`src/design/exu_params.svh`:
```
`ifndef EXU_PARAMS_SVH
`define EXU_PARAMS_SVH

`define XLEN 64

// major opcodes
`define OP        7'b0110011
`define OP_IMM    7'b0010011
`define OP_32     7'b0111011
`define OP_IMM_32 7'b0011011
`define LUI       7'b0110111

// alu operation codes, bit 4 set on the word forms
`define ALU_ADD   5'b00000
`define ALU_ADDW  5'b10000
`define ALU_SLL   5'b00001
`define ALU_SLLW  5'b10001
`define ALU_SLT   5'b00010
`define ALU_SLTU  5'b00011
`define ALU_XOR   5'b00100
`define ALU_SRL   5'b00101
`define ALU_SRLW  5'b10101
`define ALU_OR    5'b00110
`define ALU_AND   5'b00111
`define ALU_SUB   5'b01000
`define ALU_SUBW  5'b11000
`define ALU_SRA   5'b01101
`define ALU_SRAW  5'b11101
`define ALU_PASSB 5'b01111
`define ALU_MUL   5'b01001
`define ALU_MULW  5'b11001
`define ALU_DIVU  5'b01010
`define ALU_DIV   5'b01011
`define ALU_DIVUW 5'b11010
`define ALU_DIVW  5'b11011
`define ALU_REMU  5'b01100
`define ALU_REM   5'b01110
`define ALU_REMUW 5'b11100
`define ALU_REMW  5'b11110

// result selector
`define SEL_ADD   4'd0
`define SEL_AND   4'd1
`define SEL_OR    4'd2
`define SEL_XOR   4'd3
`define SEL_SHIFT 4'd4
`define SEL_PASSB 4'd5
`define SEL_CMP   4'd6
`define SEL_MUL   4'd7
`define SEL_DIV   4'd8
`define SEL_REM   4'd9

`endif

```
`src/design/exuPkg.sv`:
```
package exuPkg;

    typedef struct packed {
        logic [6:0] funct7;
        logic [4:0] rs2;
        logic [4:0] rs1;
        logic [2:0] funct3;
        logic [4:0] rd;
        logic [6:0] opcode;
    } rTypeT;

    typedef struct packed {
        logic [11:0] imm;
        logic [4:0]  rs1;
        logic [2:0]  funct3;
        logic [4:0]  rd;
        logic [6:0]  opcode;
    } iTypeT;

    typedef struct packed {
        logic [19:0] imm; // upper 20 bits of the result
        logic [4:0]  rd;
        logic [6:0]  opcode;
    } uTypeT;

    // one instruction word, three ways to read it
    typedef union packed {
        rTypeT r;
        iTypeT i;
        uTypeT u;
    } instrU;

    typedef logic [4:0] aluOpT;

    typedef enum logic [1:0] {
        mulLo  = 2'b00, // low half of the product
        mulHu  = 2'b01, // high, unsigned x unsigned
        mulHsu = 2'b10, // high, signed x unsigned
        mulHs  = 2'b11  // high, signed x signed
    } mulFormT;

endpackage

```
`src/design/aluCtrlDecode.sv`:
```
`timescale 1ns/1ps
`include "exu_params.svh"

module aluCtrlDecode (
    input  exuPkg::aluOpT aluOp,
    output logic          subCtl,
    output logic          signCtl,
    output logic          arithCtl,
    output logic          rightCtl,
    output logic          wordCtl,
    output logic [3:0]    resultSel
);

    // sub, sign, arith, right, word, then the selector
    logic [8:0] ctl;

    always_comb begin
        case (aluOp)
            `ALU_ADD:   ctl = {5'b00000, `SEL_ADD};
            `ALU_ADDW:  ctl = {5'b00001, `SEL_ADD};
            `ALU_SUB:   ctl = {5'b10000, `SEL_ADD};
            `ALU_SUBW:  ctl = {5'b10001, `SEL_ADD};

            `ALU_SLL:   ctl = {5'b00000, `SEL_SHIFT};
            `ALU_SLLW:  ctl = {5'b00001, `SEL_SHIFT};
            `ALU_SRL:   ctl = {5'b00010, `SEL_SHIFT};
            `ALU_SRLW:  ctl = {5'b00011, `SEL_SHIFT};
            `ALU_SRA:   ctl = {5'b00110, `SEL_SHIFT};
            `ALU_SRAW:  ctl = {5'b00111, `SEL_SHIFT};

            `ALU_SLT:   ctl = {5'b11000, `SEL_CMP}; // signed compare via sub
            `ALU_SLTU:  ctl = {5'b10000, `SEL_CMP}; // borrow
            `ALU_XOR:   ctl = {5'b00000, `SEL_XOR};
            `ALU_OR:    ctl = {5'b00000, `SEL_OR};
            `ALU_AND:   ctl = {5'b00000, `SEL_AND};
            `ALU_PASSB: ctl = {5'b00000, `SEL_PASSB};

            `ALU_MUL:   ctl = {5'b00000, `SEL_MUL};
            `ALU_MULW:  ctl = {5'b00001, `SEL_MUL};
            `ALU_DIVU:  ctl = {5'b00000, `SEL_DIV};
            `ALU_DIV:   ctl = {5'b01000, `SEL_DIV};
            `ALU_DIVUW: ctl = {5'b00001, `SEL_DIV};
            `ALU_DIVW:  ctl = {5'b01001, `SEL_DIV};
            `ALU_REMU:  ctl = {5'b00000, `SEL_REM};
            `ALU_REM:   ctl = {5'b01000, `SEL_REM};
            `ALU_REMUW: ctl = {5'b00001, `SEL_REM};
            `ALU_REMW:  ctl = {5'b01001, `SEL_REM};

            default:    ctl = {5'b00000, `SEL_ADD};
        endcase
    end

    assign {subCtl, signCtl, arithCtl, rightCtl, wordCtl, resultSel} = ctl;

endmodule

```
`config.mk`:
```
export PLATFORM = sky130hd
export DESIGN_NAME = aluCtrlDecode
export DESIGN_NICKNAME = d
export VERILOG_FILES = /design/src/design/exuPkg.sv /design/src/design/aluCtrlDecode.sv
export VERILOG_INCLUDE_DIRS = /design/src /design/src/design
export SDC_FILE = /design/constraint.sdc
export NUM_CORES = 1
export LEC_CHECK = 0
export BUFFER_PORTS_ARGS = -buffer_cell sky130_fd_sc_hd__buf_2
export CAP_MARGIN = 40
export CELL_PAD_IN_SITES_DETAIL_PLACEMENT = 1
export CELL_PAD_IN_SITES_GLOBAL_PLACEMENT = 2
export CORE_AREA = 2 2 39 41
export DETAILED_ROUTE_END_ITERATION = 8
export DIE_AREA = 0 0 41 43
export PLACE_DENSITY_LB_ADDON = 0.1
export SYNTH_ARGS = -nofsm -noshare
export SYNTH_HDL_FRONTEND = slang
export SYNTH_SLANG_ARGS = --single-unit
```
`constraint.sdc`:
```
create_clock -name vclk -period 1.4
set_input_delay 0.28 -clock vclk [all_inputs]
set_output_delay 0.28 -clock vclk [all_outputs]
set_load 0.005 [all_outputs]
```
### Word level (Yosys, flattened, before mapping)

Memory sizes are Yosys's and may differ from the RTL's.
Cells that the tools add are included.

| storage, ports and cells | value |
|---|---|
| bits in registers | 0 |
| memory bits (read-only) | 288 |
| input port bits | 5 |
| output and inout port bits | 9 |
| word-level logic and storage cells | 1 |
| memories kept | 1 |

Memory list:

| name | depth | bits a word | read ports | clocked after memory_dff | wr ports | RTL line | RTL |
|---|---|---|---|---|---|---|---|
| (no name shown) | 32 | 9 | 1 | 0 | 0 | aluCtrlDecode.sv:18 | `case (aluOp)` |

### Longest topological paths before layout

Gate-level depths: netlist of the first run.
An unclocked memory read counts as a cell.

| depth | value |
|---|---|
| depth in word-level cells | 1 |
| mapped depth | 5 |
| depth with buffers taken out | 5 |

### Least setup slack after synthesis of the first run

OpenSTA, ideal clock, no wires.

| timing path | value |
|---|---|
| kind | input-to-output |
| from | input port aluOp[0] |
| to | output port resultSel[0] |
| data arrival time | 1076 ps |
| path slack | 44 ps |
| cell stages on the path | 4 |
| buffers on the path | 0 |
| path through | inv_1 > ha_1 > or3_1 > a31oi_1 |

| between the ends | value |
|---|---|
| longest elaborated chain between the ends | 1 |

Ends and longest elaborated chain:

| element | RTL line | RTL |
|---|---|---|
| from (decl) | aluCtrlDecode.sv:5 | `input exuPkg::aluOpT aluOp,` |
| $mem_v2 32x9 | - |  |
| to (decl) | aluCtrlDecode.sv:11 | `output logic [3:0] resultSel` |

No other way between the ends.

### Worst setup path in the final report of the first run

Same ends and word-level chain as after synthesis.

==> run_results.csv, run 1 <==
group,metric,value,unit
setup_path,critical_path_arrival,1240,ps
grt,grt_max_degree,15,
clock_tree,hold_buffers,0,
setup_path,cp.required,1120,ps
yosys,synth_area,272,µm²
place,gp_congestion,0.719,
floorplanning,num_io_pins,14,
timing,fmax,0.658,GHz
timing,worst_slack,-119,ps
yosys,ys_warn_count,0,
finish,design_area,592,µm²
routing,first_pass_iters,4,
place,hpwl,809,µm
floorplanning,initial_core_util,0.196,
floorplanning,num_rows,14,
grt,gr-total-overflow,0,
setup_path,cp_top_family,"simple AND/OR/NAND/NOR gates",
setup_path,cp.depth,6,
timing,rsz0062_at_grt,"true",
power_and_ir_drop,leakage,0.000265,µW
grt,antenna_found_initial,0,
run_status,violations,"setup timing",
timing,fin_crit_sh,1.08,
timing,finalHoldViolCount,0,
routing,vias,379,
yosys,avgSynthCellArea,6.79,µm²
power_and_ir_drop,power.total,165,µW
grt,use_met1,0.171,
run_status,outcome,"finished with violations",
place,io_buffers,14,
finish,area_growth,118,%
routing,totalWireLength,1.03,mm
setup_path,critPathSlowestCell,"or3_1",
routing,final_antenna_net_count,0,
timing,tightest_slew,244,ps
grt,track_usage,0.127,
yosys,synth_cell_type_count,23,
place,dpl_cell_area,429,µm²
finish,layout-drive-gt1-share,0.708,
routing,drt-initial-drc-count,2,
timing,layout_min_cycle_time,1520,ps
yosys,synthesis.nets,50,
finish,ff_latch_area,0,µm²
power_and_ir_drop,peakVddDrop,89.3,µV
setup_path,start_kind,"input pin",
grt,grt_first_pass_wirelength,1.64,mm
grt,use_met3,0,
hold_path,hold_class,"in2out",
setup_path,cp_cell_sequence,"buf_8 -> inv_6 -> ha_4 -> or3_1 -> a31oi_1 -> buf_2",
setup_path,crit_type,"in2out",
yosys,syn_inst,40,
floorplanning,core,1380,µm²
setup_path,crit_path_start,"aluOp[0]",
setup_path,timing.critical_path.buf_inv,3,
grt,busiest_layer,"met2",
finish,seq_cell_count,0,
hold_path,hold_path_depth,4,
grt,grt.met2_usage,0.219,
routing,route.detailed.drc,0,
floorplanning,dieArea,1760,µm²
place,place_inst,79,
floorplanning,die_w,41,µm
setup_path,max_stage_delay,310,ps
routing,wl_per_cell,12.7,µm
run,cap_viol_max_count,0,
setup_path,critical_path.max_fanout,3,
finish,nNetsFinal,77,
timing,finalMaxSlewViolations,0,
power_and_ir_drop,power_density,279,nW/µm²
routing,vias_per_cell,4.68,
finish,instances_no_fill,81,
timing,relSlewSlack,0.837,
setup_path,end_kind,"output pin",
yosys,seq_area_frac_synth,0,
floorplanning,die_height,43,µm
finish,diodes,0,
finish,final_util,0.428,
finish,nClkBuffers,0,
hold_path,hp-start,"aluOp[3]",
grt,grt_pass1_vias,389,
timing,setup_violations,2,
-- cell usage in the layout, fill, tap and decap left out, types with 2 or more instances in the layout --
master | synthesis | final
buf_2 | 0 | 11
buf_4 | 2 | 11
buf_6 | 0 | 4
ha_4 | 0 | 3
inv_1 | 4 | 2
a21oi_1 | 3 | 2
nand2_1 | 2 | 2
nand2b_4 | 0 | 2
nor2_1 | 3 | 2
a211oi_2 | 1 | 2
ha_2 | 0 | 2
-- final timing paths --
kind	end	slack, ps
max	resultSel[0]	-120
min	resultSel[0]	980
-- synthesized netlist by cell type --
master    n  share of area
a21oi_1   3          0.055
a211oi_1  1          0.028
buf_4     2          0.055
a21boi_1  2          0.055
inv_1     4          0.055
a211oi_2  1          0.046
inv_2     1          0.014
o22ai_1   1          0.023
and3_1    1          0.023
a31oi_1   1          0.023
a22oi_1   2          0.055
or3_1     1          0.023
o32ai_1   1          0.032
nand2b_1  3          0.069
and2_1    1          0.023
nor2_1    3          0.041
nand2_1   2          0.028
o21ai_1   1          0.018
or2b_1    1          0.028
nor4_1    1          0.023
nor3_1    1          0.018
ha_1      5           0.23
o311ai_1  1          0.032
-- routing by layer --
| metal | wire, µm | vias to the layer above |
|---|---|---|
| met1 | 445 | 177 |
| met3 | 37 | 0 |
| met5 | 0 | - |
| met2 | 544 | 8 |
| li1 | - | 194 |
| met4 | 0 | 0 |
-- kinds of logic after synthesis --
group                    after synthesis  share of synthesized area
AO/OA/AOI/OAI                         14                      0.369
adder cells (fa/ha/maj)                5                      0.230
buffers and inverters                  7                      0.124
AND/OR/NAND/NOR                       14                      0.277
-- stage by stage --
stage	setup TNS (ps)	hold WS, ps	setup slack (ps)
floorplan	0	634	43.8
global placement	-653	944	-188
detailed placement	-873	952	-240
CTS	-200	962	-140
global route	-343	1020	-163
finish	-139	981	-119
-- worst min-delay path, stage by stage --
cell and delay [ps]:
buf_4 150, o311ai_2 70, a31oi_1 80, buf_2 120
-- area by class of cell --
cell class	count	area, µm²
Tap cell	16	20.0
Fill cell	180	792
Multi-Input combinational cell	33	348
Inverter	5	26.3
Timing Repair Buffer	27	198
-- where the power goes --
part / switching [µW] / internal (µW) / leakage, µW / total, µW
Sequential: 0 / 0 / 0 / 0
Combinational: 78.7 / 86.6 / 0.000265 / 165
Clock: 0 / 0 / 0 / 0
Total: 78.7 / 86.6 / 0.000265 / 165
-- repair_timing --
action / in CTS / in global routing
setup endpoints to repair: 7 / 7
setup buffers: 1 / 1
pin swaps: 8 / 7
resized for setup: 15 / 17
gates cloned: 0 / 0
(Power assumes the default switching activity.)
==> run 2: changes to the inputs <==
- SETUP_SLACK_MARGIN: default -> 0.4
==> run 2 against run 1 <==
The flow still finishes with violations (setup timing). Cell count fell by 3.7%. First-iteration DRC count fell by 50%. Wire length fell by 1.9%. Hold slack got worse by 62 ps. Sequential cell count did not move. Count of clock-buffer cells in the layout did not move. Sequential share of layout area did not move. Fmax fell by 0.48%. Combinational power fell by 7%. Critical path depth did not move.
==> run_results.csv, run 2 (synthesized netlist as in run 1, its figures left out) <==
group,metric,value,unit
finish,area_growth,98.2,%
run,cap_viol_max_count,0,
place,dpl_cell_area,437,µm²
grt,track_usage,0.124,
place,io_buffers,14,
timing,relSlewSlack,0.835,
hold_path,hp-start,"aluOp[2]",
floorplanning,core,1380,µm²
timing,fin_crit_sh,1.09,
timing,worst_slack,-126,ps
power_and_ir_drop,leakage,0.000250,µW
place,gp_congestion,0.680,
timing,layout_min_cycle_time,1530,ps
run_status,outcome,"finished with violations",
power_and_ir_drop,power.total,154,µW
power_and_ir_drop,peakVddDrop,83.8,µV
grt,gr-total-overflow,0,
grt,antenna_found_initial,0,
grt,grt_first_pass_wirelength,1.62,mm
finish,nNetsFinal,74,
routing,wl_per_cell,12.9,µm
floorplanning,die_height,43,µm
timing,setup_violations,1,
setup_path,critical_path.max_fanout,3,
timing,fmax,0.655,GHz
finish,ff_latch_area,0,µm²
timing,finalHoldViolCount,0,
setup_path,start_kind,"input pin",
floorplanning,initial_core_util,0.196,
setup_path,max_stage_delay,310,ps
finish,design_area,538,µm²
finish,layout-drive-gt1-share,0.613,
setup_path,critPathSlowestCell,"or3_1",
routing,totalWireLength,1.01,mm
finish,layout_common_cells,"buf_2 (10), buf_4 (9)",
grt,grt_max_degree,15,
finish,seq_cell_count,0,
routing,first_pass_iters,4,
timing,rsz0062_at_grt,"true",
routing,vias,389,
hold_path,min_to,"subCtl",
floorplanning,die_w,41,µm
setup_path,crit_type,"in2out",
power_and_ir_drop,p_switching,73.1,µW
finish,final_common_cell,"buf_2",
power_and_ir_drop,swShare,0.475,
routing,final_antenna_net_count,0,
floorplanning,dieArea,1760,µm²
hold_path,hold_class,"in2out",
finish,diodes,0,
setup_path,cp.required,1120,ps
power_and_ir_drop,seq_power_share,0,
power_and_ir_drop,internal_power,80.9,µW
floorplanning,num_io_pins,14,
timing,finalMaxSlewViolations,0,
power_and_ir_drop,pwr-share-comb,1.000,
timing,tightest_slew,245,ps
place,hpwl,747,µm
power_and_ir_drop,power_density,286,nW/µm²
run_status,violations,"setup timing",
power_and_ir_drop,clkPwrFrac,0,
setup_path,critical_path_arrival,1250,ps
finish,nClkBuffers,0,
setup_path,end_kind,"output pin",
clock_tree,hold_buffers,0,
hold_path,hold_path_depth,3,
routing,drt-initial-drc-count,1,
floorplanning,num_rows,14,
routing,vias_per_cell,4.99,
routing,route.detailed.drc,0,
grt,grt_pass1_vias,389,
setup_path,cp_cell_sequence,"buf_12 -> inv_12 -> ha_4 -> or3_1 -> a31oi_1 -> buf_2",
[run 2: changes by cell type in the layout (fill, tap and decap cells not counted), moves of 2 or more]
cell / before / now
ha_4: 3 / 1
nand2_1: 2 / 0
nand2b_1: 1 / 3
nand2b_4: 2 / 0
ha_1: 0 / 2
buf_4: 11 / 9
[run 2: through the flow]
stage	hold WS [ps]	TNS (ps)	setup slack [ps]	utilization	instances
global placement	939	-427	-184	0.316	76
CTS	964	-222	-103	0.347	77
global route	947	-315	-155	0.389	78
floorplan	634	0	130	-	40
finish	919	-126	-126	0.389	78
detailed placement	963	-577	-205	0.316	76
[run 2: worst max path at each step]
stage | slack, ps | end | from
3_5_place_dp | -210 | resultSel[0] | aluOp[1]
4_1_cts | -100 | resultSel[0] | aluOp[1]
5_1_grt | -150 | resultSel[0] | aluOp[1]
6_report | -130 | resultSel[0] | aluOp[1]
3_3_place_gp | -180 | resultSel[0] | aluOp[1]
2_1_floorplan | 130 | resultSel[0] | aluOp[1]
[run 2: layout make-up]
type,instances,area [µm²]
Fill cell,173,846
Inverter,5,38.8
Multi-Input combinational cell,33,293
Tap cell,16,20.0
Timing Repair Buffer,24,186
[run 2: power groups by stage]
stage | Clock, µW | Combinational (µW) | Sequential (µW)
after floorplan | 0 | 60.3 | 0
after global placement | 0 | 116 | 0
after global routing | 0 | 169 | 0
after detailed placement | 0 | 121 | 0
after CTS | 0 | 136 | 0
final | 0 | 154 | 0
[run 2: repair_timing]
item,4_1_cts,5_1_grt
setup buffers,1,1
endpoints found under the setup margin,9,9
resized for setup,10,15
endpoints found under the hold margin,0,0
pin swaps,5,4
[run 2: per-layer routing]
layer / GRT usage / up-vias / wire length, µm
met5: 0 / - / 0
li1: - / 191 / -
met2: 0.219 / 8 / 585
met4: 0.00667 / 0 / 0
met1: 0.168 / 190 / 379
met3: 0 / 0 / 43
[run 2: critical path, delay by kind of cell]
family	cells	cell delay, ps
and+or+nand+nor	1	310
buffers and inverters	3	280
adders and majority gates	1	180
AOI/OAI and AO/OA	1	180
