===== src/design/exu_params.svh =====
`ifndef EXU_PARAMS_SVH
`define EXU_PARAMS_SVH

`define XLEN 64

// major opcodes
`define OP        7'b0110011
`define OP_IMM    7'b0010011
`define OP_32     7'b0111011
`define OP_IMM_32 7'b0011011
`define LUI       7'b0110111

// alu operation codes, bit 4 set on the word forms
`define ALU_ADD   5'b00000
`define ALU_ADDW  5'b10000
`define ALU_SLL   5'b00001
`define ALU_SLLW  5'b10001
`define ALU_SLT   5'b00010
`define ALU_SLTU  5'b00011
`define ALU_XOR   5'b00100
`define ALU_SRL   5'b00101
`define ALU_SRLW  5'b10101
`define ALU_OR    5'b00110
`define ALU_AND   5'b00111
`define ALU_SUB   5'b01000
`define ALU_SUBW  5'b11000
`define ALU_SRA   5'b01101
`define ALU_SRAW  5'b11101
`define ALU_PASSB 5'b01111
`define ALU_MUL   5'b01001
`define ALU_MULW  5'b11001
`define ALU_DIVU  5'b01010
`define ALU_DIV   5'b01011
`define ALU_DIVUW 5'b11010
`define ALU_DIVW  5'b11011
`define ALU_REMU  5'b01100
`define ALU_REM   5'b01110
`define ALU_REMUW 5'b11100
`define ALU_REMW  5'b11110

// result selector
`define SEL_ADD   4'd0
`define SEL_AND   4'd1
`define SEL_OR    4'd2
`define SEL_XOR   4'd3
`define SEL_SHIFT 4'd4
`define SEL_PASSB 4'd5
`define SEL_CMP   4'd6
`define SEL_MUL   4'd7
`define SEL_DIV   4'd8
`define SEL_REM   4'd9

`endif


===== src/design/exuPkg.sv =====
package exuPkg;

    typedef struct packed {
        logic [6:0] funct7;
        logic [4:0] rs2;
        logic [4:0] rs1;
        logic [2:0] funct3;
        logic [4:0] rd;
        logic [6:0] opcode;
    } rTypeT;

    typedef struct packed {
        logic [11:0] imm;
        logic [4:0]  rs1;
        logic [2:0]  funct3;
        logic [4:0]  rd;
        logic [6:0]  opcode;
    } iTypeT;

    typedef struct packed {
        logic [19:0] imm; // upper 20 bits of the result
        logic [4:0]  rd;
        logic [6:0]  opcode;
    } uTypeT;

    // one instruction word, three ways to read it
    typedef union packed {
        rTypeT r;
        iTypeT i;
        uTypeT u;
    } instrU;

    typedef logic [4:0] aluOpT;

    typedef enum logic [1:0] {
        mulLo  = 2'b00, // low half of the product
        mulHu  = 2'b01, // high, unsigned x unsigned
        mulHsu = 2'b10, // high, signed x unsigned
        mulHs  = 2'b11  // high, signed x signed
    } mulFormT;

endpackage


===== src/design/aluOpDecode.sv =====
`timescale 1ns/1ps
`include "exu_params.svh"

module aluOpDecode (
    input  exuPkg::instrU    instr,
    output exuPkg::aluOpT    aluOp,
    output exuPkg::mulFormT  mulForm,
    output logic             useImm,
    output logic [`XLEN-1:0] imm,
    output logic             illegal
);
    import exuPkg::*;

    logic [2:0] funct3;
    logic [6:0] funct7;

    assign funct3 = instr.r.funct3; // same place in R and I views
    assign funct7 = instr.r.funct7; // also imm[11:5] for I view

    always_comb begin
        aluOp   = `ALU_ADD;
        mulForm = mulLo;
        useImm  = 1'b0;
        imm     = '0;
        illegal = 1'b0;
        case (instr.r.opcode)
            `OP: begin
                case ({funct7, funct3})
                    {7'b0000000, 3'b000}: aluOp = `ALU_ADD;
                    {7'b0000000, 3'b001}: aluOp = `ALU_SLL;
                    {7'b0000000, 3'b010}: aluOp = `ALU_SLT;
                    {7'b0000000, 3'b011}: aluOp = `ALU_SLTU;
                    {7'b0000000, 3'b100}: aluOp = `ALU_XOR;
                    {7'b0000000, 3'b101}: aluOp = `ALU_SRL;
                    {7'b0000000, 3'b110}: aluOp = `ALU_OR;
                    {7'b0000000, 3'b111}: aluOp = `ALU_AND;
                    {7'b0100000, 3'b000}: aluOp = `ALU_SUB;
                    {7'b0100000, 3'b101}: aluOp = `ALU_SRA;
                    {7'b0000001, 3'b000}: aluOp = `ALU_MUL;
                    {7'b0000001, 3'b001}: begin
                        aluOp   = `ALU_MUL;
                        mulForm = mulHs;
                    end
                    {7'b0000001, 3'b010}: begin
                        aluOp   = `ALU_MUL;
                        mulForm = mulHsu;
                    end
                    {7'b0000001, 3'b011}: begin
                        aluOp   = `ALU_MUL;
                        mulForm = mulHu;
                    end
                    {7'b0000001, 3'b100}: aluOp = `ALU_DIV;
                    {7'b0000001, 3'b101}: aluOp = `ALU_DIVU;
                    {7'b0000001, 3'b110}: aluOp = `ALU_REM;
                    {7'b0000001, 3'b111}: aluOp = `ALU_REMU;
                    default: illegal = 1'b1;
                endcase
            end
            `OP_32: begin
                case ({funct7, funct3})
                    {7'b0000000, 3'b000}: aluOp = `ALU_ADDW;
                    {7'b0000000, 3'b001}: aluOp = `ALU_SLLW;
                    {7'b0000000, 3'b101}: aluOp = `ALU_SRLW;
                    {7'b0100000, 3'b000}: aluOp = `ALU_SUBW;
                    {7'b0100000, 3'b101}: aluOp = `ALU_SRAW;
                    {7'b0000001, 3'b000}: aluOp = `ALU_MULW;
                    {7'b0000001, 3'b100}: aluOp = `ALU_DIVW;
                    {7'b0000001, 3'b101}: aluOp = `ALU_DIVUW;
                    {7'b0000001, 3'b110}: aluOp = `ALU_REMW;
                    {7'b0000001, 3'b111}: aluOp = `ALU_REMUW;
                    default: illegal = 1'b1;
                endcase
            end
            `OP_IMM: begin
                useImm = 1'b1;
                imm    = {{(`XLEN-12){instr.i.imm[11]}}, instr.i.imm};
                case (funct3)
                    3'b000: aluOp = `ALU_ADD;
                    3'b010: aluOp = `ALU_SLT;
                    3'b011: aluOp = `ALU_SLTU;
                    3'b100: aluOp = `ALU_XOR;
                    3'b110: aluOp = `ALU_OR;
                    3'b111: aluOp = `ALU_AND;
                    3'b001: begin
                        aluOp   = `ALU_SLL;
                        illegal = instr.i.imm[11:6] != 6'b000000; // 6-bit shamt
                    end
                    default: begin
                        aluOp   = instr.i.imm[10] ? `ALU_SRA : `ALU_SRL;
                        illegal = {instr.i.imm[11], instr.i.imm[9:6]} != 5'b00000;
                    end
                endcase
            end
            `OP_IMM_32: begin
                useImm = 1'b1;
                imm    = {{(`XLEN-12){instr.i.imm[11]}}, instr.i.imm};
                case ({funct7, funct3})
                    {7'b0000000, 3'b001}: aluOp = `ALU_SLLW;
                    {7'b0000000, 3'b101}: aluOp = `ALU_SRLW;
                    {7'b0100000, 3'b101}: aluOp = `ALU_SRAW;
                    default: begin
                        aluOp   = `ALU_ADDW;
                        illegal = funct3 != 3'b000; // addiw takes any imm
                    end
                endcase
            end
            `LUI: begin
                aluOp  = `ALU_PASSB;
                useImm = 1'b1;
                imm    = {{(`XLEN-32){instr.u.imm[19]}}, instr.u.imm, 12'b0};
            end
            default: illegal = 1'b1;
        endcase
    end

endmodule


===== config.mk =====
export PLATFORM = sky130hd
export DESIGN_NAME = aluOpDecode
export DESIGN_NICKNAME = d
export VERILOG_FILES = /design/src/design/exuPkg.sv /design/src/design/aluOpDecode.sv
export VERILOG_INCLUDE_DIRS = /design/src /design/src/design
export SDC_FILE = /design/constraint.sdc
export NUM_CORES = 1
export LEC_CHECK = 0
export ABC_AREA = 0
export BUFFER_PORTS_ARGS = -buffer_cell sky130_fd_sc_hd__buf_2
export CELL_PAD_IN_SITES_DETAIL_PLACEMENT = 0
export CELL_PAD_IN_SITES_GLOBAL_PLACEMENT = 1
export CORE_MARGIN = 1.5
export CORE_UTILIZATION = 23
export DETAILED_ROUTE_END_ITERATION = 6
export PLACE_DENSITY = 0.89
export SLEW_MARGIN = 20
export SYNTH_ARGS = -nofsm -noshare
export SYNTH_HDL_FRONTEND = slang
export SYNTH_SLANG_ARGS = --single-unit

===== constraint.sdc =====
create_clock -name vclk -period 3.15
set_clock_uncertainty 0.05 [all_clocks]
set_input_delay 0.63 -clock vclk [all_inputs]
set_output_delay 0.63 -clock vclk [all_outputs]
set_load 0.02 [all_outputs]

# ---- Yosys cells after proc, flatten, opt, wreduce, memory -nomap -nowiden
# Index checks and enable logic that the tools add are counted.
dict set report op_classes {
  n_eq_ne 28
  muxes 15
  reduce_logical 12
}
# op n
set ops {}
lappend ops {{$pmux W64 S2} 1}
lappend ops {{$eq A10 B4 Y1 const B} 8}
lappend ops {{$pmux W4 S14} 1}
lappend ops {{$pmux W5 S10} 1}
lappend ops {{$eq A10 B3 Y1 const B} 4}
lappend ops {{$pmux W4 S7} 1}
lappend ops {{$pmux W5 S5} 1}
lappend ops {{$eq A7 B6 Y1 const B} 3}
lappend ops {{$eq A10 B2 Y1 const B} 2}
lappend ops {{$eq A10 B9 Y1 const B} 2}
lappend ops {{$reduce_or A18 Y1} 1}
lappend ops {{$eq A7 B5 Y1 const B} 2}
lappend ops {{$pmux W4 S3} 1}
lappend ops {{$eq A10 B1 Y1 const B} 1}
lappend ops {{$logic_not A10 Y1} 1}
lappend ops {{$reduce_or A10 Y1} 1}
lappend ops {{$eq A3 B3 Y1 const B} 3}
lappend ops {{$eq A3 B2 Y1 const B} 2}
lappend ops {{$pmux W2 S3} 1}
lappend ops {{$reduce_bool A6 Y1} 1}
lappend ops {{$reduce_or A3 Y1} 2}
lappend ops {{$reduce_or A6 Y1} 1}
lappend ops {{$pmux W1 S5} 1}
lappend ops {{$reduce_bool A5 Y1} 1}
lappend ops {{9 further kinds} 12}
dict set report totals {
  regBits 0
  inputBits 32
  output_inout_bits 73
  elab_cells 55
}

# ---- Depth between registers and ports, before layout
# Gate-level depths: netlist of run 1.
dict set report logic_depth {
  ltp_word 4
  mapped_depth 7
  ltp_nobuf 5
}

# ---- Least setup slack after synthesis of run 1
# No wires, ideal clock.
dict set report synth_path {
  kind {input -> output}
  startpoint {input port instr[6] in the netlist's numbering}
  endpoint {output port imm[32]}
  arrival_time_ns 2.563
  required_time_ns 2.470
  path_slack_ns -0.093
  path_stages 6
  path_buffers 1
  cell_sequence {nand3b_4 -> or3_1 -> nor2_1 -> or2_2 -> and2_1 -> buf_4}
}
dict set report synth_via {
  elab_chain_cells 3
  word_cells_on_any_way 5
  cone_classes {eq/ne: 3; mux: 1; reduce/logical: 1}
}
# element line
set synth_rtl {}
lappend synth_rtl {{from (decl)} aluOpDecode.sv:5} ;# input exuPkg::instrU instr,
lappend synth_rtl {{$eq A7 B5 Y1} aluOpDecode.sv:26} ;# case (instr.r.opcode)
lappend synth_rtl {{$reduce_or A2 Y1 (no line)} -}
lappend synth_rtl {{$pmux W64 S2 (*)} aluOpDecode.sv:26}
lappend synth_rtl {{to (decl)} aluOpDecode.sv:9} ;# output logic [`XLEN-1:0] imm,
# Mark *: on every way between the ends. The rest lies on a longest branch, timed or not.

# ---- Final worst setup path of run 1
dict set report layout_path {
  startpoint {input port instr[6] in the netlist's numbering}
  endpoint {output port imm[58]}
}
# Same word-level chain as after synthesis.

==> flow_summary_export.csv, run 1 <==
group,metric,value,unit
synth,synth_top_area_cell,"buf_4",
timing,worstMarginPinSlew,0.4193,ns
synth,syn_area_per_cell,5.978,um2
route,wl,3.264,mm
finish,nClkBuffers,0,
grt,grt_pass1_wl,5.147,mm
finish,n_fill_cell,483,
placed_design,dp_hpwl,2.431,mm
grt,grt_pass1_vias,1109,
route,drtPass1Iterations,4,
critical_path,path_class,"primary input to output port",
synth,synth-warning-count,0,
grt,track_usage,0.1175,
finish,seq_cells,0,
synth,synth_area_leaders,"buf_4 (22%), nand2_1 (18%), and2_1 (7.0%)",
timing,slew_viol_final,0,
synth,synthSimpleGateAreaFrac,0.5244,
die,die_w,71.40,um
die,die_height,71.40,um
synth,ys_seq_area_frac,0,
route,routed.top_layer,"met3",
finish,layout-drive-gt1-share,0.4873,
finish,fin_util,0.3109,
timing,setup-violations-final,0,
run_status,status,"complete, no violations",
timing,finalSetupTns,0,ns
finish,seqCellArea,0,um2
route,route.met2.wl,1.542,mm
critical_path,cp_num_buf_inv,3,
power_and_ir_drop,worst_ir_drop_vdd,0.03350,mV
grt,grt_max_degree,34,
synth,synthesis.area,1076,um2
synth,synth.top_cell.area_share,0.2233,
critical_path,crit_chain,"buf_2, nand3b_4, nor4b_2, buf_12, or2_2, and2_2, buf_2",
critical_path,slowest_delay,0.40,ns
die,io_pins,105,
clock_network,ctsResizeCount,0,
placed_design,gp_congestion,0.8524,
route,drt_iter0_drc,43,
timing,fin_crit_sh,0.9203,
route,wl_met1,1.445,mm
timing,hold_ws,1.522,ns
worst_hold_path,hp-class,"primary input to output port",
synth,synth_xor_area_frac,0.02442,
route,wire_per_inst,11.33,um
synth,syn_inst,180,
critical_path,cpMaxStageDelayCell,"nor4b_2",
synth,synthMuxAreaShare,0,
synth,synth_common_cells,"nand2_1 (51), buf_4 (32), and2_1 (12)",
die,dieArea,5098,um2
finish,diodes,0,
critical_path,end_kind,"output port",
die,core_area,4414,um2
synth,synth_compound_area_frac,0.1605,
synth,synth_top_family_by_area,"simple AND/OR/NAND/NOR gates",
route,drc,0,
die,start_util,0.2438,
route,viasPerCell,4.642,
grt,overflow,0,
power_and_ir_drop,powerDensity,66.71,nW/um2
critical_path,worstPathArrival,2.22,ns
critical_path,startpoint_type,"primary input",
timing,rsz0062_at_grt,"false",
clock_network,cts_setup_buffers,0,
placed_design,portBuffers,100,
die,rows,24,
synth,yosysMostFrequentCell,"nand2_1",
route,vias,1337,
critical_path,critPathMaxFanout,33,
power_and_ir_drop,leakagePower,0.9338,nW
synth,synth_nets,212,
critical_path,worst_path_most_repeated_cell,"buf_2",
synth,synthAdderAreaFrac,0,
finish,multi_input_area,764.5,um2
run,maxCapViolCount,0,
critical_path,critPathTopFamily,"simple AND/OR/NAND/NOR gates",
clock_network,holdBufCountCts,0,
route,postRouteAntennaNets,0,
timing,hold_violations,0,
critical_path,critical_path_required,2.47,ns
route,wl_met3,276,um
finish,syn_to_final_growth,27.56,%
timing,fmax,345.0,MHz
finish,final_nets,270,
timing,finalCriticalPeriod,2.899,ns
timing,relSlewSlack,0.7197,
grt,antenna_found_initial,0,
synth,synth.distinct_cells,47,
[kinds of logic (layout without fill, tap and decap cells)]
kind of cell / after synthesis / in the layout
AOI/OAI and AO/OA: 26 / 26
buffers and inverters: 49 / 105
and+or+nand+nor: 102 / 102
xor gates and xnor gates: 3 / 3
[layer usage]
metal / GRT usage / up-vias
li1: - / 680
met1: 0.1638 / 583
met2: 0.2150 / 74
met3: 0.002813 / 0
met4: 0 / 0
met5: 0 / -
[power by group]
group	internal, mW	leakage (nW)	total [mW]	switching [mW]
sequential	0	0	0	0
clock	0	0	0	0
combinational	0.0344	0.934	0.0916	0.0572
total	0.0344	0.934	0.0916	0.0572
[worst paths after layout]
kind | start | to | slack [ns] | cells past startpoint
worst min-delay path | instr[15] | imm[15] | 1.52 | 4
worst max-delay path | instr[6] | imm[58] | 0.25 | 7
[stage by stage]
| stage | worst slack, ns | power [mW] | instances | area (um2) |
|---|---|---|---|---|
| 2_1_floorplan | 0.2380 | 0.05959 | 180 | 1077 |
| 3_3_place_gp | 0.2526 | 0.08990 | 288 | 1373 |
| 3_5_place_dp | 0.2294 | 0.09123 | 288 | 1373 |
| 4_1_cts | 0.2283 | 0.09156 | 288 | 1373 |
| 5_1_grt | 0.1022 | 0.1007 | 288 | 1373 |
| 6_report | 0.2511 | 0.09156 | 288 | 1373 |
[final cells by class]
class | instances | share of cell area
multi-input combinational | 131 | 0.5570
timing repair buffer | 103 | 0.3902
tap | 52 | 0.04740
inverter | 2 | 0.005469
[worst min-delay path, stage by stage]
cell,delay [ns]
buf_2,0.07
nand2_1,0.04
nand2_1,0.05
buf_2,0.15
[layout by cell type (no fill, tap or decap), types with 2 or more instances in the layout]
cell and n:
a21oi_1 7, and2_1 11, and3_1 2, buf_2 100, buf_4 2, inv_1 2
nand2_1 51, nand3_1 2, nand4b_1 2, nor2_1 6, nor2b_1 5, nor3_1 3
nor3b_1 2, nor4b_2 2, o21ai_0 4, o21bai_1 2, xor2_1 2
(Power assumes the default switching activity.)
==> run 2: changes to the inputs <==
- CORE_ASPECT_RATIO: default -> 0.8
- PLACE_DENSITY: 0.89 -> default
- PLACE_DENSITY_LB_ADDON: default -> 0.1
==> run 2 against run 1 <==
  * Critical path depth stayed put
  * Combinational power is 5.1% higher
  * Via count is 0.37% higher
  * First-iteration DRC count is 91% higher
  * Critical endpoint is now imm[50]
  * Largest cell class unchanged
  * Largest power group unchanged
==> flow_summary_export.csv, run 2 (synthesized netlist as in run 1, its figures left out) <==
group,metric,value,unit
finish,fin_util,0.3110,
route,drt_iter0_drc,82,
power_and_ir_drop,worst_ir_drop_vdd,0.02792,mV
placed_design,portBuffers,100,
clock_network,ctsResizeCount,0,
timing,slew_viol_final,0,
timing,finalCriticalPeriod,2.901,ns
clock_network,holdBufCountCts,0,
die,rows,22,
finish,final_cell_mix,"buf_2 (100), nand2_1 (51), and2_1 (11)",
placed_design,gp_congestion,0.7439,
power_and_ir_drop,leakagePower,0.9530,nW
die,dieArea,5100,um2
route,drc,0,
die,die_w,79.47,um
critical_path,startpoint,"instr[6]",
timing,rsz0062_at_grt,"false",
route,wire_per_inst,11.38,um
critical_path,path_class,"primary input to output port",
finish,diodes,0,
timing,setup-violations-final,0,
critical_path,startpoint_type,"primary input",
grt,grt_pass1_wl,5.347,mm
placed_design,dp_hpwl,2.679,mm
critical_path,critPathTopFamily,"simple AND/OR/NAND/NOR gates",
run,maxCapViolCount,0,
finish,syn_to_final_growth,31.28,%
route,viasPerCell,4.473,
critical_path,worst_path_most_repeated_cell,"buf_2",
finish,seq_cells,0,
die,start_util,0.2369,
die,io_pins,105,
timing,fin_crit_sh,0.9209,
route,postRouteAntennaNets,0,
die,die_height,64.18,um
critical_path,cpMaxStageDelayCell,"or3_1",
worst_hold_path,min-delay-start,"instr[18]",
worst_hold_path,hp-class,"primary input to output port",
finish,layout-drive-gt1-share,0.4958,
timing,relSlewSlack,0.7547,
critical_path,critPathMaxFanout,33,
critical_path,end_kind,"output port",
critical_path,worstPathArrival,2.22,ns
power_and_ir_drop,powerDensity,68.15,nW/um2
finish,final_nets,274,
grt,antenna_found_initial,0,
route,drtPass1Iterations,4,
finish,layout_commonest_cell,"buf_2",
route,wl,3.413,mm
finish,seqCellArea,0,um2
critical_path,slowest_delay,0.44,ns
timing,setup_ws,0.2492,ns
grt,overflow,0,
critical_path,cp_num_buf_inv,2,
timing,worstMarginPinSlew,0.3679,ns
route,vias,1342,
finish,nClkBuffers,0,
critical_path,crit_chain,"buf_2, nand3b_4, or3_1, nor2_1, or2_2, and2_2, buf_2",
grt,track_usage,0.1258,
critical_path,critical_path_required,2.47,ns
timing,hold_ws,1.523,ns
grt,grt_pass1_vias,1103,
timing,hold_violations,0,
timing,finalSetupTns,0,ns
run_status,status,"complete, no violations",
die,core_area,4542,um2
clock_network,cts_setup_buffers,0,
timing,fmax,344.7,MHz
grt,grt_max_degree,34,
placed_design,place_ws,0.2114,ns
power_and_ir_drop,p_total,96.27,uW
==> run 2: changes by cell type in the layout (fill, tap and decap cells not counted), sizes merged <==
cell,delta
buf,+4
==> run 2: power by group <==
group          internal (mW)  switching (mW)
combinational         0.0377          0.0585
clock                      0               0
sequential                 0               0
==> run 2: worst min-delay path: stages <==
cell	delay [ns]
buf_2	0.07
nand2_1	0.04
nand2_1	0.05
buf_2	0.15
==> run 2: path summary, 6_finish.rpt <==
path / to / slack [ns] / depth (start not counted)
hold / removal: imm[18] / 1.52 / 4
setup / recovery: imm[50] / 0.25 / 7
==> run 2: stage by stage <==
step | instance area, um2 | instances
after floorplan | 1077 | 180
after global routing | 1413 | 300
final | 1413 | 300
after detailed placement | 1413 | 300
after global placement | 1413 | 300
after CTS | 1413 | 300
==> run 2: per-layer routing <==
layer,wire (um),vias up,part of all wire,global-route usage
met4,0,0,0,0
li1,-,691,-,-
met3,220,0,0.064,0.008571
met1,1673,594,0.49,0.1833
met5,0,-,0,0
met2,1519,57,0.45,0.2129
==> run 2: layout make-up <==
| cell class | instances | area, um2 |
|---|---|---|
| fillers | 551 | 3129 |
| well taps | 60 | 75.07 |
| multi-input cells | 131 | 764.5 |
| inverters | 2 | 7.507 |
| repair buffers | 107 | 565.5 |
==> run 3: changes to the inputs <==
- CORE_ASPECT_RATIO: 0.8 -> default
==> run 3 against run 2 <==
  * Global-route usage up 0.17 points
  * Via count down 2.8%
  * First-iteration DRC count down 68%
  * Core utilization about the same
  * Sequential share of layout area unchanged
  * Combinational power down 3.6%
  * Die area about the same
  * Flip-flop and latch count unchanged
  * Maximum frequency about the same
  * Clock-buffer cell count unchanged
  * Hold slack worse by 0.0011 ns
  * Critical path type unchanged
  * Highest routed layer unchanged
==> flow_summary_export.csv, run 3 (synthesized netlist as in run 1, its figures left out) <==
group,metric,value,unit
critical_path,startpoint_type,"primary input",
finish,layout_commonest_cell,"buf_2",
route,drc,0,
power_and_ir_drop,worst_ir_drop_vdd,0.04799,mV
power_and_ir_drop,powerDensity,67.63,nW/um2
finish,layout-drive-gt1-share,0.4873,
route,viasPerCell,4.531,
power_and_ir_drop,p_sw,57.63,uW
grt,grt_pass1_vias,1090,
timing,fmax,344.4,MHz
power_and_ir_drop,p_comb_frac,1.000,
worst_hold_path,hold_depth,4,
finish,final_cell_mix,"buf_2 (100), nand2_1 (51), and2_1 (11)",
clock_network,ctsResizeCount,0,
finish,fin_util,0.3109,
power_and_ir_drop,swShare,0.6209,
timing,finalCriticalPeriod,2.904,ns
finish,nClkBuffers,0,
critical_path,path_class,"primary input to output port",
power_and_ir_drop,clockPowerShare,0,
finish,stdcell_count,288,
timing,setup_ws,0.2464,ns
power_and_ir_drop,p_total,92.82,uW
grt,antenna_found_initial,0,
timing,slew_viol_final,0,
worst_hold_path,hp-class,"primary input to output port",
route,routed.top_layer,"met3",
die,core_area,4414,um2
timing,worstMarginPinSlew,0.5999,ns
die,io_pins,105,
critical_path,critPathMaxFanout,33,
timing,finalSetupTns,0,ns
timing,hold_violations,0,
power_and_ir_drop,p_int,35.19,uW
die,rows,24,
finish,seqCellArea,0,um2
worst_hold_path,whs_endpoint,"imm[17]",
timing,relSlewSlack,0.5991,
finish,diodes,0,
route,wire_per_inst,12.31,um
placed_design,gp_congestion,0.7484,
run_status,status,"complete, no violations",
route,route.met2.wl,1.687,mm
route,drt_iter0_drc,26,
clock_network,cts_setup_buffers,0,
finish,syn_to_final_growth,27.56,%
route,vias,1305,
grt,grt_pass1_wl,5.533,mm
placed_design,placed_cells,288,
route,wl_met1,1.598,mm
critical_path,end_kind,"output port",
power_and_ir_drop,seq_power_share,0,
timing,setup-violations-final,0,
worst_hold_path,min-delay-start,"instr[17]",
timing,hold_ws,1.522,ns
route,postRouteAntennaNets,0,
route,wl_met3,261,um
timing,rsz0062_at_grt,"false",
route,wl,3.546,mm
run,maxCapViolCount,0,
finish,fin_area,1373,um2
power_and_ir_drop,leakagePower,0.9344,nW
finish,seq_cells,0,
grt,overflow,0,
critical_path,worstPathArrival,2.22,ns
die,start_util,0.2438,
die,die_w,71.40,um
clock_network,holdBufCountCts,0,
critical_path,critical_path_required,2.47,ns
timing,fin_crit_sh,0.9218,
route,drtPass1Iterations,4,
placed_design,dp_hpwl,2.781,mm
placed_design,dpl_cell_area,1373,um2
grt,grt_max_degree,34,
die,dieArea,5098,um2
grt,track_usage,0.1274,
placed_design,place_ws,0.2040,ns
placed_design,portBuffers,100,
finish,final_nets,270,
die,die_height,71.40,um
-- run 3: cell count changes in the layout (fill, tap and decap cells not counted) --
cell and change:
buf_4 -4
-- run 3: power groups by stage --
stage	clock, mW	combinational (mW)	sequential (mW)
5_1_grt	0	0.103	0
4_1_cts	0	0.0943	0
6_report	0	0.0928	0
3_3_place_gp	0	0.0943	0
2_1_floorplan	0	0.0596	0
3_5_place_dp	0	0.0938	0
-- run 3: how the worst max path moves through the flow --
stage                     slack, ns       to      from
final                          0.25  imm[32]  instr[6]
after global routing           0.07  imm[32]  instr[6]
after CTS                      0.20  imm[32]  instr[6]
after detailed placement       0.20  imm[32]  instr[6]
after global placement         0.22  imm[32]  instr[6]
after floorplan                0.24  imm[32]  instr[6]
-- run 3: layer usage --
metal / GRT usage / up-vias
met1: 0.1800 / 563
li1: - / 680
met4: 0 / 0
met3: 0.008439 / 0
met5: 0 / -
met2: 0.2263 / 62
-- run 3: cell type report --
type | instances | area [um2]
fillers | 525 | 3042
multi-input cells | 131 | 764.5
repair buffers | 103 | 535.5
well taps | 52 | 65.06
inverters | 2 | 7.507
-- run 3: critical path, cell delays in order --
cell and delay (ns):
buf_2 0.09, nand3b_4 0.17, or3_1 0.42, nor2_1 0.15, or2_2 0.13, and2_2 0.37
buf_2 0.25
